<file path="config.mk">
export PLATFORM = sky130hd
export DESIGN_NAME = program_counter
export DESIGN_NICKNAME = d
export VERILOG_FILES = /design/src/verilog/fetch_pkg.sv /design/src/verilog/program_counter.sv
export SDC_FILE = /design/constraint.sdc
export NUM_CORES = 1
export LEC_CHECK = 0
export BUFFER_PORTS_ARGS = -buffer_cell sky130_fd_sc_hd__buf_4
export CORE_AREA = 2 2 48 95
export DETAILED_ROUTE_END_ITERATION = 7
export DIE_AREA = 0 0 50 97
export GPL_TIMING_DRIVEN = 0
export HOLD_SLACK_MARGIN = 0.08
export PLACE_DENSITY_LB_ADDON = 0.25
export SLEW_MARGIN = 10
export SYNTH_ARGS = -nofsm -noshare
export SYNTH_HDL_FRONTEND = slang
export SYNTH_SLANG_ARGS = --single-unit
</file>
<file path="constraint.sdc">
create_clock -name i_clk -period 4.7 [get_ports i_clk]
set_clock_uncertainty 0.15 [all_clocks]
set_input_delay 0.235 -clock i_clk [delete_from_list [all_inputs] [get_ports i_clk]]
set_output_delay 0.235 -clock i_clk [all_outputs]
set_load 0.03 [all_outputs]
</file>
<file path="src/verilog/fetch_pkg.sv">
package fetch_pkg;

   // Instruction word as fetched from the RAM
   typedef logic [31:0] instr_t;

   // Byte address held in the PC
   typedef logic [31:0] pc_t;

   // sll $0,$0,0 encodes as all zeros
   localparam instr_t NOP_INSTR = 32'h0000_0000;

   // One word per fetch
   localparam pc_t PC_STEP = 32'd4;

   // Fetch control states
   typedef enum logic {
      ST_LOAD = 1'b0,  // Program load through the write port
      ST_RUN  = 1'b1   // Pipeline fetching
   } fetch_state_t;

endpackage

</file>
<file path="src/verilog/program_counter.sv">
`timescale 1ns/1ps

module program_counter
   import fetch_pkg::*;
   (
   input  logic i_clk,
   input  logic i_rst,
   input  logic i_pc_clear,     // Start of a run
   input  logic i_pc_write,     // Advance or redirect
   input  logic i_flush,        // Take the redirect target
   input  pc_t  i_redirect_pc,  // Word-aligned target from branch resolution
   output pc_t  o_pc
   );

   pc_t pc;
   pc_t pc_next;
   pc_t pc_step;

   assign pc_step = pc + PC_STEP;  // Sequential successor

   // Clear first, then redirect, then step, else hold
   always_comb begin
      pc_next = pc;
      if (i_pc_clear) begin
         pc_next = '0;
      end else if (i_pc_write) begin
         if (i_flush) begin
            pc_next = i_redirect_pc;
         end else begin
            pc_next = pc_step;
         end
      end
   end

   always_ff @(posedge i_clk) begin
      if (i_rst) begin
         pc <= '0;
      end else begin
         pc <= pc_next;
      end
   end

   assign o_pc = pc;

endmodule
</file>
; Word-level counts from Yosys, hierarchy flattened
; Index checks and enable logic that the tools add are counted.
[totals]
register_bits = 32
inputBits = 37
out_inout_bits = 32
elab_cells = 4
[classes]
n_addsub = 1
n_reduce_logical = 1
n_mux = 1
[ops]
columns = operator, n
row1 = $add 32x3->32 const B, 1
row2 = $mux 32, 1
row3 = $reduce_or 2->1, 1

; Depth between registers and ports, before layout
[logic_depth]
depth_word = 2
depth_mapped = 7
mapped_depth_nobuf = 6

; Worst setup path after synthesis
; No wires, ideal clock.
[synth_timing]
path_type = register -> register
start = register pc[2] (netlist: o_pc[2])
end = register pc[30] (netlist: o_pc[30])
stages_incl_launch_ff = 7
setup_ns = 0.074
setup_slack_ns = 2.484
arrival_time_ns = 1.991
required_ns = 4.476
synth_period_minus_slack_ns = 2.216
path_buffers = 0
path_cell_list = dfxtp_1 > ha_1 > nand3_1 > nor4_4 > nand2_1 > or4_1 > a31oi_1
[synth_between]
elab_chain_cells = 2
[synth_rtl]
columns = element, line_no
row1 = "start, declared", program_counter.sv:15  ; pc_t pc;
row2 = "start signal, assigned", program_counter.sv:39  ; pc <= pc_next;
row3 = $add 32x3->32, program_counter.sv:19  ; assign pc_step = pc + PC_STEP;
row4 = $mux 32, program_counter.sv:27  ; if (i_flush) begin
; Every way passes these cells.
; A chain may end at the register's enable or synchronous reset.

; Worst setup path in the final report
[layout_timing]
start = register pc[2] (netlist: o_pc[2])
end = register pc[22] (netlist: o_pc[22])
; Same word-level chain as after synthesis.

==> impl_metrics.env <==
export IMPL_outcome="complete, no violations"
export IMPL_drv_slew=0
export IMPL_muxShareOfSynthArea_pct=3.96
export IMPL_synth_nets=296
export IMPL_crit_type="reg2reg"
export IMPL_power_frac_seq_pct=42.8
export IMPL_crit_path_start_kind="flip-flop"
export IMPL_drt_wl_total_um=6850
export IMPL_p_leak_nw=1.15
export IMPL_swShare_pct=27.9
export IMPL_synthCells=258
export IMPL_finalHoldViolCount=0
export IMPL_synth_top_family_by_area="compound AO/OA/AOI/OAI gates"
export IMPL_hold_buffers=4
export IMPL_drtIter0Drc=110
export IMPL_rsz0062_at_grt="no"
export IMPL_preCtsSetupSlack_ps=2370
export IMPL_worst_slew_pin_slew_ps=615
export IMPL_antenna_cells=0
export IMPL_reg2reg_slack_ps=2330
export IMPL_crit_arrival_ps=2360
export IMPL_clkPwrFrac_pct=39.7
export IMPL_synth_xor_area_share_pct=0
export IMPL_synth_compound_area_share_pct=29.7
export IMPL_setup_ws_ps=2330
export IMPL_numCtsBuffers=5
export IMPL_worstPathMaxFanout=10
export IMPL_max_freq_mhz=422
export IMPL_cts_root_buf="clkbuf_8"
export IMPL_ir_worst_vdd_v=0.000218
export IMPL_hold_path_class="in2reg"
export IMPL_cts_tree="built"
export IMPL_htreeDepth=2
export IMPL_period_share_pct=50.4
export IMPL_grt_pass1_wl_um=11000
export IMPL_rows=33
export IMPL_multi_input_comb_area_um2=1290
export IMPL_required_ps=4690
export IMPL_clock_latency_ps=300
export IMPL_vias=2395
export IMPL_rr_worst_depth=7
export IMPL_place_area_um2=2600
export IMPL_drc_errors=0
export IMPL_final_common_cell="buf_4"
export IMPL_finalSetupTns_ps=0
export IMPL_overflow=0
export IMPL_cap_viol_max_count=0
export IMPL_dr_pass1_iters=4
export IMPL_cts_resized=0
export IMPL_drive_gt1_share_pct=27.2
export IMPL_r2r_start="o_pc[2]"
export IMPL_synth_fa_ha_area_share_pct=0.618
export IMPL_ys_seq_elements=32
export IMPL_synth_area_um2=2020
export IMPL_die_x_um=50
export IMPL_initial_core_util_pct=49.5
export IMPL_grt_pass1_vias=2335
export IMPL_clk_path_buf_depth=2
export IMPL_gp_congestion=0.953
export IMPL_setup_violations=0
export IMPL_fin_total_pwr_w=0.000677
export IMPL_synth_cell_type_count=51
export IMPL_vias_per_cell=6.14
export IMPL_fill_cells=374
export IMPL_coreArea_um2=4090
export IMPL_ios=69
export IMPL_fp_dieArea_um2=4850
export IMPL_grtUsageTotal_pct=29.3
export IMPL_switchingPower_w=0.000189
export IMPL_powerDensity_nw_per_um2=246
export IMPL_wl_per_cell_um=17.6
export IMPL_internal_power_w=0.000488
export IMPL_postRouteAntennaNets=0
export IMPL_dpl_hpwl_um=4990
export IMPL_antenna_found_initial=0
export IMPL_post_route_util_pct=67.2
export IMPL_holdPathStages=3
export IMPL_min_to="o_pc[25]"
export IMPL_ys_warnings_count=0
export IMPL_die_height_um=97
export IMPL_critPathCaptureType="flip-flop"
export IMPL_layout_common_cells="buf_4, dfxtp_1, nor2_1"
export IMPL_clkSlewWorstSetupHoldPaths_ps=80
export IMPL_period_minus_slack_ps=2370
export IMPL_grt_max_degree=11
export IMPL_largest_reg_flops=32
export IMPL_port_buffers=68
export IMPL_area_growth_pct=35.7
export IMPL_fin_nets=375
export IMPL_power_share_combinational_pct=17.5
export IMPL_max_slew_margin_rel_pct=59.0
export IMPL_postCtsSetupRepairBufs=0
export IMPL_seq_area_frac_synth_pct=31.7
export IMPL_reg2reg_to="o_pc[22]"
export IMPL_hp_start="i_redirect_pc[25]"
export IMPL_synth_avg_cell_area_um2=7.84
export IMPL_clock_sinks=32
export IMPL_seq_area_um2=641
export IMPL_fin_area_um2=2750
export IMPL_synthSimpleGateAreaFrac_pct=29.3
==> power groups by stage <==
stage               Sequential, W  Clock [W]  Combinational (W)
floorplan                0.000308          0          0.0000480
global placement         0.000295          0           0.000113
detailed placement       0.000296          0           0.000114
CTS                      0.000290   0.000271           0.000117
global route             0.000291   0.000279           0.000127
finish                   0.000290   0.000269           0.000118
==> synth_stat cells (all sizes together) <==
cell type	count	share of area (%)
a32o	6	3.0
a21oi	18	4.5
or2	2	0.62
or3	5	1.6
and4b	1	0.49
a221oi	1	0.43
o41ai	1	0.43
inv	5	0.93
a31oi	4	1.2
a21o	1	0.37
nor4	2	1.4
nor2	30	5.7
buf	5	1.4
a211o	1	0.43
or4	2	0.93
o22ai	2	0.62
a22o	4	1.7
mux2i	8	4.0
nand3	14	4.0
clkbuf	13	2.4
a21boi	1	0.37
a41o	1	0.49
and2	2	0.68
nor3	6	2.0
dfxtp	32	32
a22oi	10	3.7
ha	1	0.62
o311a	1	0.49
nand4	10	4.6
nor2b	2	0.62
and3	10	3.2
o211ai	5	2.1
o31ai	3	1.1
nand3b	1	0.37
o21ai	23	5.7
a2bb2oi	1	0.43
nand2	17	3.2
a311oi	1	0.43
a211oi	6	2.2
==> per-stage QoR <==
| stage | instances | hold slack (ps) |
|---|---|---|
| 6_report | 390 | 90.3 |
| 5_1_grt | 390 | 118 |
| 4_1_cts | 390 | 85.3 |
| 3_5_place_dp | 378 | 333 |
| 3_3_place_gp | 378 | 327 |
| 2_1_floorplan | 258 | 232 |
==> worst max-delay path, cell delays in order (launching register included) <==
cell      delay, ps
dfxtp_1         470
ha_1            260
nand3_1         230
nor2_1          220
clkbuf_1        370
nand4_1         210
mux2i_1         200
a21oi_1          90
==> cell families (layout without fill, tap and decap cells) <==
group,Yosys count,after routing
AO/OA/AOI/OAI,90,90
adder cells (fa/ha/maj),1,1
buffers and inverters,23,103
flip-flops,32,32
multiplexers,8,8
AND/OR/NAND/NOR,104,104
==> worst max-delay path by stage <==
stage               startpoint  endpoint  slack [ps]  cells past startpoint
detailed placement     o_pc[2]  o_pc[22]        2370                      7
floorplan              o_pc[2]  o_pc[30]        2480                      6
CTS                    o_pc[2]  o_pc[22]        2340                      7
global placement       o_pc[2]  o_pc[22]        2410                      7
finish                 o_pc[2]  o_pc[22]        2330                      7
global route           o_pc[2]  o_pc[22]        2140                      7
==> final cells by class <==
type / instances / area share (%)
plain buffers: 18 / 2.78
clock buffers: 6 / 2.64
clock inverters: 2 / 1.28
inverters: 5 / 0.683
multi-input cells: 203 / 46.9
flip-flops and latches: 32 / 23.3
well taps: 52 / 2.37
repair buffers: 72 / 20.0
==> routing by layer <==
| layer | track usage [%] | up-vias | part of all wire, % |
|---|---|---|---|
| met5 | 0 | - | 0 |
| met4 | 18.8 | 0 | 4.2 |
| met3 | 4.63 | 24 | 6.1 |
| met2 | 50.8 | 111 | 53 |
| met1 | 31.4 | 1119 | 36 |
| li1 | - | 1141 | - |
(Power assumes the default switching activity.)
