--- src/verilog/fetch_pkg.sv ---
package fetch_pkg;

   // Instruction word as fetched from the RAM
   typedef logic [31:0] instr_t;

   // Byte address held in the PC
   typedef logic [31:0] pc_t;

   // sll $0,$0,0 encodes as all zeros
   localparam instr_t NOP_INSTR = 32'h0000_0000;

   // One word per fetch
   localparam pc_t PC_STEP = 32'd4;

   // Fetch control states
   typedef enum logic {
      ST_LOAD = 1'b0,  // Program load through the write port
      ST_RUN  = 1'b1   // Pipeline fetching
   } fetch_state_t;

endpackage

--- src/verilog/if_id_pc_reg.sv ---
`timescale 1ns/1ps

module if_id_pc_reg
   import fetch_pkg::*;
   (
   input  logic i_clk,
   input  logic i_rst,
   input  logic i_if_id_we,   // Shared with the instruction half
   input  logic i_ctr_flush,  // Shared with the instruction half
   input  pc_t  i_pc,         // PC of the word being fetched
   output pc_t  o_pc_plus4    // PC+4 paired with the IF/ID instruction
   );

   pc_t pc_plus4;
   pc_t pc_plus4_q;

   assign pc_plus4 = i_pc + PC_STEP;

   // Same case split as the RAM output register
   always_ff @(posedge i_clk) begin
      if (i_rst) begin
         pc_plus4_q <= '0;
      end else begin
         case ({i_ctr_flush, i_if_id_we})
            2'b01:   pc_plus4_q <= pc_plus4;
            2'b11:   pc_plus4_q <= '0;          // Bubble carries no PC
            default: pc_plus4_q <= pc_plus4_q;
         endcase
      end
   end

   assign o_pc_plus4 = pc_plus4_q;

endmodule

--- config.mk ---
export PLATFORM = sky130hd
export DESIGN_NAME = if_id_pc_reg
export DESIGN_NICKNAME = d
export VERILOG_FILES = /design/src/verilog/fetch_pkg.sv /design/src/verilog/if_id_pc_reg.sv
export SDC_FILE = /design/constraint.sdc
export NUM_CORES = 1
export LEC_CHECK = 0
export BUFFER_PORTS_ARGS = -buffer_cell sky130_fd_sc_hd__buf_2
export CORE_MARGIN = 5
export CORE_UTILIZATION = 47
export DETAILED_ROUTE_END_ITERATION = 10
export MAX_ROUTING_LAYER = met4
export PLACE_DENSITY = 0.77
export RECOVER_POWER = 50
export SYNTH_ARGS = -nofsm -noshare
export SYNTH_HDL_FRONTEND = slang
export SYNTH_SLANG_ARGS = --single-unit
--- constraint.sdc ---
create_clock -name i_clk -period 1.7 [get_ports i_clk]
set_input_delay 0.255 -clock i_clk [delete_from_list [all_inputs] [get_ports i_clk]]
set_output_delay 0.255 -clock i_clk [all_outputs]
set_load 0.05 [all_outputs]
# == After elaboration in Yosys (flattened, before gate mapping) ==
# Index checks and enable logic that the tools add are counted.
# word_totals
reg_bits,32
elab_cells,6
out_inout_bits,32
in_bits,36
# op_classes
addsub,1
mux,1
n_eq_ne,2
reduce_logical,1
# op_table
cell,n
case mux 32 bit (2 select lines),1
adder 32 x 3 -> 32 bit (second input constant),1
== test 2 x 1 -> 1 bit (second input constant),1
== test 2 bit (second input constant),1
nonzero test 2 bit,1

# == Logic depth before layout (Yosys ltp) ==
# Gate-level depths: netlist of run 1.
# depth
depth_word,2
ltp_mapped,6
depth_no_buf,6

# == Least setup slack after synthesis of run 1 ==
# Ideal clock, no wire load.
# synth_path
kind,input -> register
from,input i_pc[2]
to,"register pc_plus4_q[28], in the netlist o_pc_plus4[28]"
path_stages,6
arrival_time_ns,1.271
setup_ns,0.118
setup_slack_ns,0.311
required_time_ns,1.582
n_path_buf,0
cell_sequence,ha_1 nand4_1 nor4_4 nand4_1 xor2_1 o21ai_2
# synth_between
elab_chain_cells,2
# synth_rtl
element,line,text
start: declaration,if_id_pc_reg.sv:10,"input pc_t i_pc,"
adder 32 x 3 -> 32 bit,if_id_pc_reg.sv:17,assign pc_plus4 = i_pc + PC_STEP;
case mux 32 bit (2 select lines),if_id_pc_reg.sv:24,"case ({i_ctr_flush, i_if_id_we})"
end signal: assignment,if_id_pc_reg.sv:25,2'b01: pc_plus4_q <= pc_plus4;
end signal: assignment,if_id_pc_reg.sv:27,default: pc_plus4_q <= pc_plus4_q;
end: declaration,if_id_pc_reg.sv:15,pc_t pc_plus4_q;
# Every way passes these cells.
# A chain may end at the register's enable or synchronous reset.

# == Final worst setup path of run 1 ==
# layout_path
from,input i_pc[2]
to,"register pc_plus4_q[20], in the netlist o_pc_plus4[20]"
# The elaborated chain is that of the path after synthesis.

==> impl_metrics.yaml, run 1 <==
setup_path:
  cp.required_ns: 1.93
  path_max_fanout: 7
  crit_buf_inv: 1
  cpMaxStageDelayCell: "nor4_4"
  worstPathCellList: "clkbuf_1, ha_1, nand4_1, nor4_4, nand4_1, xor2_1, o21ai_2"
  reg2regPathDepth: 3
  cp.arrival_ns: 1.65
  critPathCaptureType: "flip-flop"
  cp.depth: 7
  cpMostUsedCell: "nand4_1"
  crit_family: "simple AND/OR/NAND/NOR gates"
  slowest_delay_ns: 0.39
  crit_path_start_kind: "primary input"
  crit_type: "primary input to flip-flop"
clock_tree:
  clkLatencyLatePin_ns: 0.33
  h-tree-depth: 2
  cts_setup_buffers: 0
  cts_sinks: 32
  clockBufferDepth: 2
  cts.hold.buffers_added: 0
  cts_tree: "built"
  cts_root_buffer: "clkbuf_4"
  cts_resized: 0
  cts_buffers: 5
  clk_pin_slew_ns: 0.10
place:
  gp_congestion: 0.864
  dp_cells: 308
  dp_hpwl_um: 2950
  place_ws_ns: -0.0458
  portBuffers: 67
  placed_area_mm2: 0.00202
timing:
  tightest_slew_ns: 0.604
  fin_skew_ns: 0
  hold_violations: 0
  slew_headroom: 0.599
  finalWorstSetupSlack_ns: 0.277
  period_minus_slack_ns: 1.42
  fmax_mhz: 703
  grt_setup_unrepaired: "no"
  post-route-period-util: 0.837
  drv_slew: 0
  setup_viol: 0
hold_path:
  min_path_type: "primary input to flip-flop"
  hold_depth: 3
floorplanning:
  die_y_um: 68.7
  rows: 21
  start_util: 0.486
  dieWidth_um: 68.7
  io_pins: 68
  core_mm2: 0.00334
  die-area_mm2: 0.00472
cells_and_area:
  nets: 306
  final_cell_mix: "buf_2, dfxtp_1, nand2_1, nor2_1, xor2_1"
  drive_above_1_share: 0.274
  largest_reg_flops: 32
  n_antenna_cell: 0
  utilization: 0.623
  layout.cells.non_filler: 316
  final_common_cell: "buf_2"
  synthToLayoutAreaGrowth_pct: 28.2
  finalInstanceArea_mm2: 0.00208
status:
  outcome: "complete, no violations"
global_route:
  globalRoute.busiestLayer: "met2"
  grt_max_degree: 24
  grtUsageMet3: 0.0535
  use_met1: 0.229
  grt.overflow.total: 0
  grt.met2_usage: 0.294
  grt_pass1_wl_um: 6420
  grt_pass1_vias: 1445
  antenna_found_initial: 0
  track_usage: 0.187
pwr:
  seq_power_share: 0.471
  p_clk_frac: 0.337
  switchingPower_mw: 0.495
  switching_share: 0.294
  combPwrFrac: 0.191
  irDropWorstVdd_v: 0.000427
  internal_power_mw: 1.19
  power.total_mw: 1.68
  power.density_mw_per_mm2: 809
  p_leak_nw: 0.867
drt:
  vias_per_cell: 4.98
  vias: 1575
  wl_per_cell_um: 12.1
  remaining_drc_errors: 0
  drt-pass1-iter-count: 4
  ant_nets: 0
  drt_wl_total_um: 3820
  drt_iter0_markers: 75
synth:
  synth_seq_area_share: 0.395
  synth.ff_latch_count: 32
  avgSynthCellArea_um2: 8.23
  syn_nets: 234
  netlist_instances: 197
  syn_area_mm2: 0.00162
  synth-async-reset-ratio: 0
  yosys_warnings: 0
  ys.flop_type: "dfxtp_1"
  synthDistinctLibCells: 28
  synth_edf_count: 0
run:
  cap_viol_max_count: 0
cell families after synthesis:
kind of cell	synth area share
AOI/OAI and AO/OA	0.114
buffers and inverters	0.0316
DFF	0.395
xor gates and xnor gates	0.151
and+or+nand+nor	0.294
muxes	0.00617
adders and majority gates	0.00771
tightest hold or removal path: cells and delay by family:
family / cells / cell delay (ns)
compound gates: 1 / 0.05
buf+inv: 1 / 0.08
simple gates: 1 / 0.07
power groups by stage:
stage	logic (mW)	registers (mW)	clock network, mW
after floorplan	0.101	0.916	0
after global placement	0.325	0.809	0
after CTS	0.329	0.793	0.587
after global routing	0.350	0.797	0.626
final	0.322	0.793	0.567
after detailed placement	0.328	0.810	0
metrics by stage:
| step | hold WS [ns] | TNS, ns |
|---|---|---|
| 2_1_floorplan | 0.394 | 0 |
| 3_3_place_gp | 0.430 | -0.000546 |
| 3_5_place_dp | 0.437 | -0.120 |
| 4_1_cts | 0.138 | 0 |
| 5_1_grt | 0.138 | 0 |
| 6_report | 0.150 | 0 |
area by class of cell:
cell class | instances | area [um2]
fillers | 335 | 1260
well taps | 46 | 57.6
clock inverters | 2 | 35.0
repair buffers | 74 | 367
multi-input cells | 154 | 930
clock buffers | 6 | 41.3
flip-flops and latches | 32 | 641
inverters | 2 | 7.51
cell usage after synthesis (all sizes together) (3+ instances only):
cell | number | area [um2]
xor2 | 19 | 166
nand2 | 31 | 116
clkbuf | 6 | 23.8
nor2b | 10 | 62.6
o21ai | 19 | 110
dfxtp | 32 | 641
nand4 | 10 | 77.6
xnor2 | 9 | 78.8
nor2 | 19 | 71.3
nor4 | 3 | 33.8
buf | 3 | 20.0
nand3 | 15 | 75.1
a21oi | 8 | 40.0
a22o | 4 | 35.0
layer usage:
layer | share of wire | vias up
met4 | 0.015 | 0
met3 | 0.072 | 6
met2 | 0.47 | 45
met1 | 0.44 | 708
met5 | 0 | -
li1 | - | 816
final timing paths:
path                                      from              to  slack (ns)
worst max-delay path                   i_pc[2]  o_pc_plus4[20]        0.28
worst min-delay path                   i_pc[1]   o_pc_plus4[1]        0.15
worst max register to register   o_pc_plus4[4]   o_pc_plus4[4]        0.98
worst min register to register  o_pc_plus4[18]  o_pc_plus4[18]        0.45
Note: power is estimated with default switching activity, not from simulation.
==> inputs of run 2 (changes only) <==
Clock period 1.7 ns to 1.42 ns, I/O delays scaled along.
==> run 2 against run 1 <==
Compared with the run above: clock power shrank 3.7%; non-clock buffer count rose by 14; highest routed layer unchanged; routed wire length up 3.0%.
==> impl_metrics.yaml, run 2 (same netlist as run 1, synthesis figures left out) <==
global_route:
  grt_pass1_wl_um: 6520
  grt_max_degree: 24
  grt_pass1_vias: 1498
  use_met1: 0.228
  track_usage: 0.186
  globalRoute.busiestLayer: "met2"
  grt.met2_usage: 0.291
  grt.overflow.total: 0
  grtUsageMet3: 0.0454
  antenna_found_initial: 0
pwr:
  p_leak_nw: 0.978
  power.density_mw_per_mm2: 875
  power.total_mw: 1.91
  irDropWorstVdd_v: 0.000568
clock_tree:
  cts_buffers: 5
  clk_pin_slew_ns: 0.09
  cts_root_buffer: "clkbuf_4"
  cts_sinks: 32
  cts_tree: "built"
  clockBufferDepth: 2
  h-tree-depth: 2
  cts_setup_buffers: 0
  clkLatencyLatePin_ns: 0.32
  cts_resized: 0
  cts.hold.buffers_added: 0
setup_path:
  cp.required_ns: 1.63
  crit_family: "simple AND/OR/NAND/NOR gates"
  crit_path_start_kind: "primary input"
  crit_type: "primary input to flip-flop"
  rrSetupSlack_ns: 0.70
  cp.arrival_ns: 1.39
  crit_buf_inv: 2
  r2r-start: "o_pc_plus4[3]"
  reg2regPathDepth: 3
  cpMostUsedCell: "nand4_1"
  path_max_fanout: 7
  reg2reg_to: "o_pc_plus4[3]"
  slowest_delay_ns: 0.21
  worstPathCellList: "buf_2, ha_1, nand4_1, nor4_4, buf_4, nand4_1, xor2_1, o21ai_2"
  critPathCaptureType: "flip-flop"
  crit_start: "i_pc[2]"
  cpMaxStageDelayCell: "nand4_1"
place:
  gp_congestion: 0.842
  placed_area_mm2: 0.00214
  portBuffers: 67
  dp_hpwl_um: 3100
cells_and_area:
  final_cell_mix: "buf_2, dfxtp_1, nand2_1, nor2_1, xor2_1"
  final_common_cell: "buf_2"
  nets: 320
  largest_reg_flops: 32
  n_antenna_cell: 0
  drive_above_1_share: 0.356
  synthToLayoutAreaGrowth_pct: 34.9
  finalInstanceArea_mm2: 0.00219
  fillerInstances: 326
floorplanning:
  start_util: 0.486
  core_mm2: 0.00334
  rows: 21
  dieWidth_um: 68.7
  die-area_mm2: 0.00472
  io_pins: 68
  die_y_um: 68.7
status:
  outcome: "complete, no violations"
timing:
  drv_slew: 0
  hold_violations: 0
  grt_setup_unrepaired: "no"
  fin_skew_ns: 0
  fmax_mhz: 846
  tightest_slew_ns: 0.415
  worst_hold_slack_ns: 0.113
  post-route-period-util: 0.833
  slew_headroom: 0.723
  setup_viol: 0
  period_minus_slack_ns: 1.18
drt:
  drt-pass1-iter-count: 4
  drt_iter0_markers: 63
  remaining_drc_errors: 0
  drt_wl_total_um: 3940
  vias: 1621
  vias_per_cell: 4.91
  wl_per_cell_um: 11.9
  ant_nets: 0
run:
  cap_viol_max_count: 0
hold_path:
  min_path_type: "primary input to flip-flop"
  hp-start: "i_pc[0]"
  hold_depth: 3
  holdPathEnd: "o_pc_plus4[0]"
-- run 2: routing by layer --
metal / wire, um / vias to the layer above
met5: 0 / -
met4: 95 / 0
met3: 275 / 11
met2: 1870 / 51
met1: 1700 / 715
li1: - / 844
-- run 2: worst register-to-register path: cells and delay by family, from the launching register on --
| kind | cells | cell delay [ns] |
|---|---|---|
| flops | 1 | 0.32 |
| compound gates | 1 | 0.13 |
| simple gates | 2 | 0.17 |
-- run 2: area by class of cell --
class	instances	area [um2]	share of cell area
Clock buffer	6	51.3	0.0235
Clock inverter	2	10.0	0.00458
Inverter	2	7.51	0.00343
Multi-Input combinational cell	154	925	0.423
Sequential cell	32	641	0.293
Tap cell	46	57.6	0.0263
Timing Repair Buffer	88	495	0.227
-- run 2: worst max path at each step --
stage / slack (ns) / cells past startpoint / endpoint
3_5_place_dp: -0.13 / 8 / o_pc_plus4[28]
3_3_place_gp: -0.07 / 8 / o_pc_plus4[20]
5_1_grt: 0.09 / 6 / o_pc_plus4[29]
6_report: 0.24 / 8 / o_pc_plus4[20]
2_1_floorplan: 0.07 / 6 / o_pc_plus4[28]
4_1_cts: 0.23 / 1 / o_pc_plus4[28]
-- run 2: through the flow --
| step | setup slack (ns) | instances | setup TNS, ns | utilization |
|---|---|---|---|---|
| after detailed placement | -0.127 | 322 | -0.850 | 0.642 |
| after global placement | -0.0749 | 322 | -0.397 | 0.642 |
| after CTS | 0.231 | 330 | 0 | 0.660 |
| after floorplan | 0.0727 | 197 | 0 | - |
| final | 0.238 | 330 | 0 | 0.655 |
| after global routing | 0.0921 | 330 | 0 | 0.655 |
-- run 2: power breakdown --
part | switching [mW] | internal [mW] | total (mW)
Sequential | 0.0166 | 0.933 | 0.950
Combinational | 0.273 | 0.144 | 0.417
Clock | 0.311 | 0.235 | 0.546
Total | 0.600 | 1.31 | 1.91
==> inputs of run 3 (changes only) <==
Clock period 1.42 ns to 1.1 ns, I/O delays scaled along.
==> run 3 against run 2 <==
Compared with the run above: via count is 7.6% higher; die area stayed put; sequential share of layout area is 4.4 points lower; utilization is 13 points higher; routed wire length is 15% higher; total power is 35% higher; design area is 19% higher; worst setup slack worse by 0.20 ns; clock skew stayed put.
==> impl_metrics.yaml, run 3 (same netlist as run 1, synthesis figures left out) <==
place:
  dp_cells: 341
  portBuffers: 67
  gp_congestion: 0.875
  dp_hpwl_um: 3290
timing:
  setup_viol: 0
  grt_setup_unrepaired: "yes"
  tightest_slew_ns: 0.306
  period_minus_slack_ns: 1.06
  fin_skew_ns: 0
  slew_headroom: 0.794
  fmax_mhz: 941
  hold_violations: 0
  drv_slew: 0
  post-route-period-util: 0.967
setup_path:
  cp.arrival_ns: 0.90
  critPathCaptureType: "primary output"
  reg2regPathDepth: 3
  crit_type: "flip-flop to primary output"
  crit_family: "flip-flops"
  path_max_fanout: 2
  cp.required_ns: 0.94
  slowest_delay_ns: 0.38
  reg2reg_to: "o_pc_plus4[7]"
  r2r-start: "o_pc_plus4[7]"
  crit_buf_inv: 1
  worstPathCellList: "buf_6"
  cpMaxStageDelayCell: "dfxtp_1"
  rrSetupSlack_ns: 0.33
  crit_path_start_kind: "flip-flop"
cells_and_area:
  fillerInstances: 256
  synthToLayoutAreaGrowth_pct: 61.1
  largest_reg_flops: 32
  seq_area_um2: 649
  multi_input_area_um2: 995
  final_common_cell: "buf_4"
  nets: 339
  drive_above_1_share: 0.459
  final_cell_mix: "buf_4, buf_2, nand2_1, buf_6, dfxtp_1"
  utilization: 0.783
  layout.cells.non_filler: 349
  n_antenna_cell: 0
floorplanning:
  core_mm2: 0.00334
  die-area_mm2: 0.00472
  die_y_um: 68.7
  io_pins: 68
  rows: 21
  start_util: 0.486
  dieWidth_um: 68.7
clock_tree:
  clk_pin_slew_ns: 0.11
  clkLatencyLatePin_ns: 0.33
  h-tree-depth: 2
  cts_tree: "built"
  cts_buffers: 5
  cts.hold.buffers_added: 0
  cts_root_buffer: "clkbuf_4"
  cts_sinks: 32
  clockBufferDepth: 2
global_route:
  grt_max_degree: 24
  antenna_found_initial: 0
  grt.overflow.total: 0
  grt_pass1_wl_um: 6870
  track_usage: 0.198
  grt_pass1_vias: 1610
drt:
  drt_wl_total_um: 4510
  vias: 1744
  wl_per_cell_um: 12.9
  ant_nets: 0
  drt-pass1-iter-count: 4
  drt_iter0_markers: 86
  remaining_drc_errors: 0
  vias_per_cell: 5.00
pwr:
  p_clk_frac: 0.265
  switchingPower_mw: 0.848
  power.density_mw_per_mm2: 992
  irDropWorstVdd_v: 0.000868
  internal_power_mw: 1.74
  seq_power_share: 0.478
  switching_share: 0.327
  p_leak_nw: 1.13
  power.total_mw: 2.59
  combPwrFrac: 0.257
hold_path:
  holdPathEnd: "o_pc_plus4[1]"
  hp-start: "i_pc[1]"
  min_path_type: "primary input to flip-flop"
  hold_depth: 3
status:
  outcome: "complete, no violations"
run:
  cap_viol_max_count: 0
run 3: worst max-delay path by stage:
stage | startpoint | to | slack (ns) | cells after the start
2_1_floorplan | i_pc[2] | o_pc_plus4[20] | -0.15 | 6
3_3_place_gp | i_pc[2] | o_pc_plus4[28] | -0.33 | 8
3_5_place_dp | i_pc[2] | o_pc_plus4[20] | -0.39 | 8
4_1_cts | o_pc_plus4[22] | o_pc_plus4[22] | 0.00009 | 1
5_1_grt | i_pc[2] | o_pc_plus4[20] | -0.02 | 8
6_report | o_pc_plus4[15] | o_pc_plus4[15] | 0.04 | 1
run 3: layer usage:
layer  vias to the layer above  wire length (um)  global-route usage  share of wire
met3                         5               294              0.0583          0.065
met5                         -                 0                   -              0
met1                       803              1810               0.223           0.40
met2                        56              2370               0.343           0.53
met4                         0                39              0.0511         0.0086
li1                        880                 -                   -              -
run 3: layout make-up:
cell class,count,share of cell area
clock buffers,5,0.0144
well taps,46,0.0220
repair buffers,107,0.324
multi-input cells,154,0.381
inverters,2,0.00287
flip-flops and latches,32,0.249
clock inverters,3,0.00718
run 3: repair_timing:
action / 4_1_cts / 5_1_grt
gates resized for setup: 34 / 40
pin swaps: 0 / 5
setup endpoints to repair: 32 / 32
buffers inserted: 0 / 0
run 3: power groups by stage:
stage / registers, mW / logic (mW) / clock network [mW]
final: 1.24 / 0.666 / 0.687
after global routing: 1.24 / 0.714 / 0.765
after global placement: 1.25 / 0.596 / 0
after CTS: 1.23 / 0.632 / 0.714
after floorplan: 1.42 / 0.161 / 0
after detailed placement: 1.25 / 0.601 / 0
run 3: metrics by stage:
stage	area [um2]	hold WS, ns	worst slack [ns]	setup TNS (ns)
2_1_floorplan	1660	0.304	-0.152	-1.02
6_report	2610	0.0586	0.0368	0
3_3_place_gp	2320	0.393	-0.328	-4.96
5_1_grt	2610	0.0532	-0.0224	-0.0578
4_1_cts	2460	0.0382	0.0000935	0
3_5_place_dp	2320	0.407	-0.391	-5.62
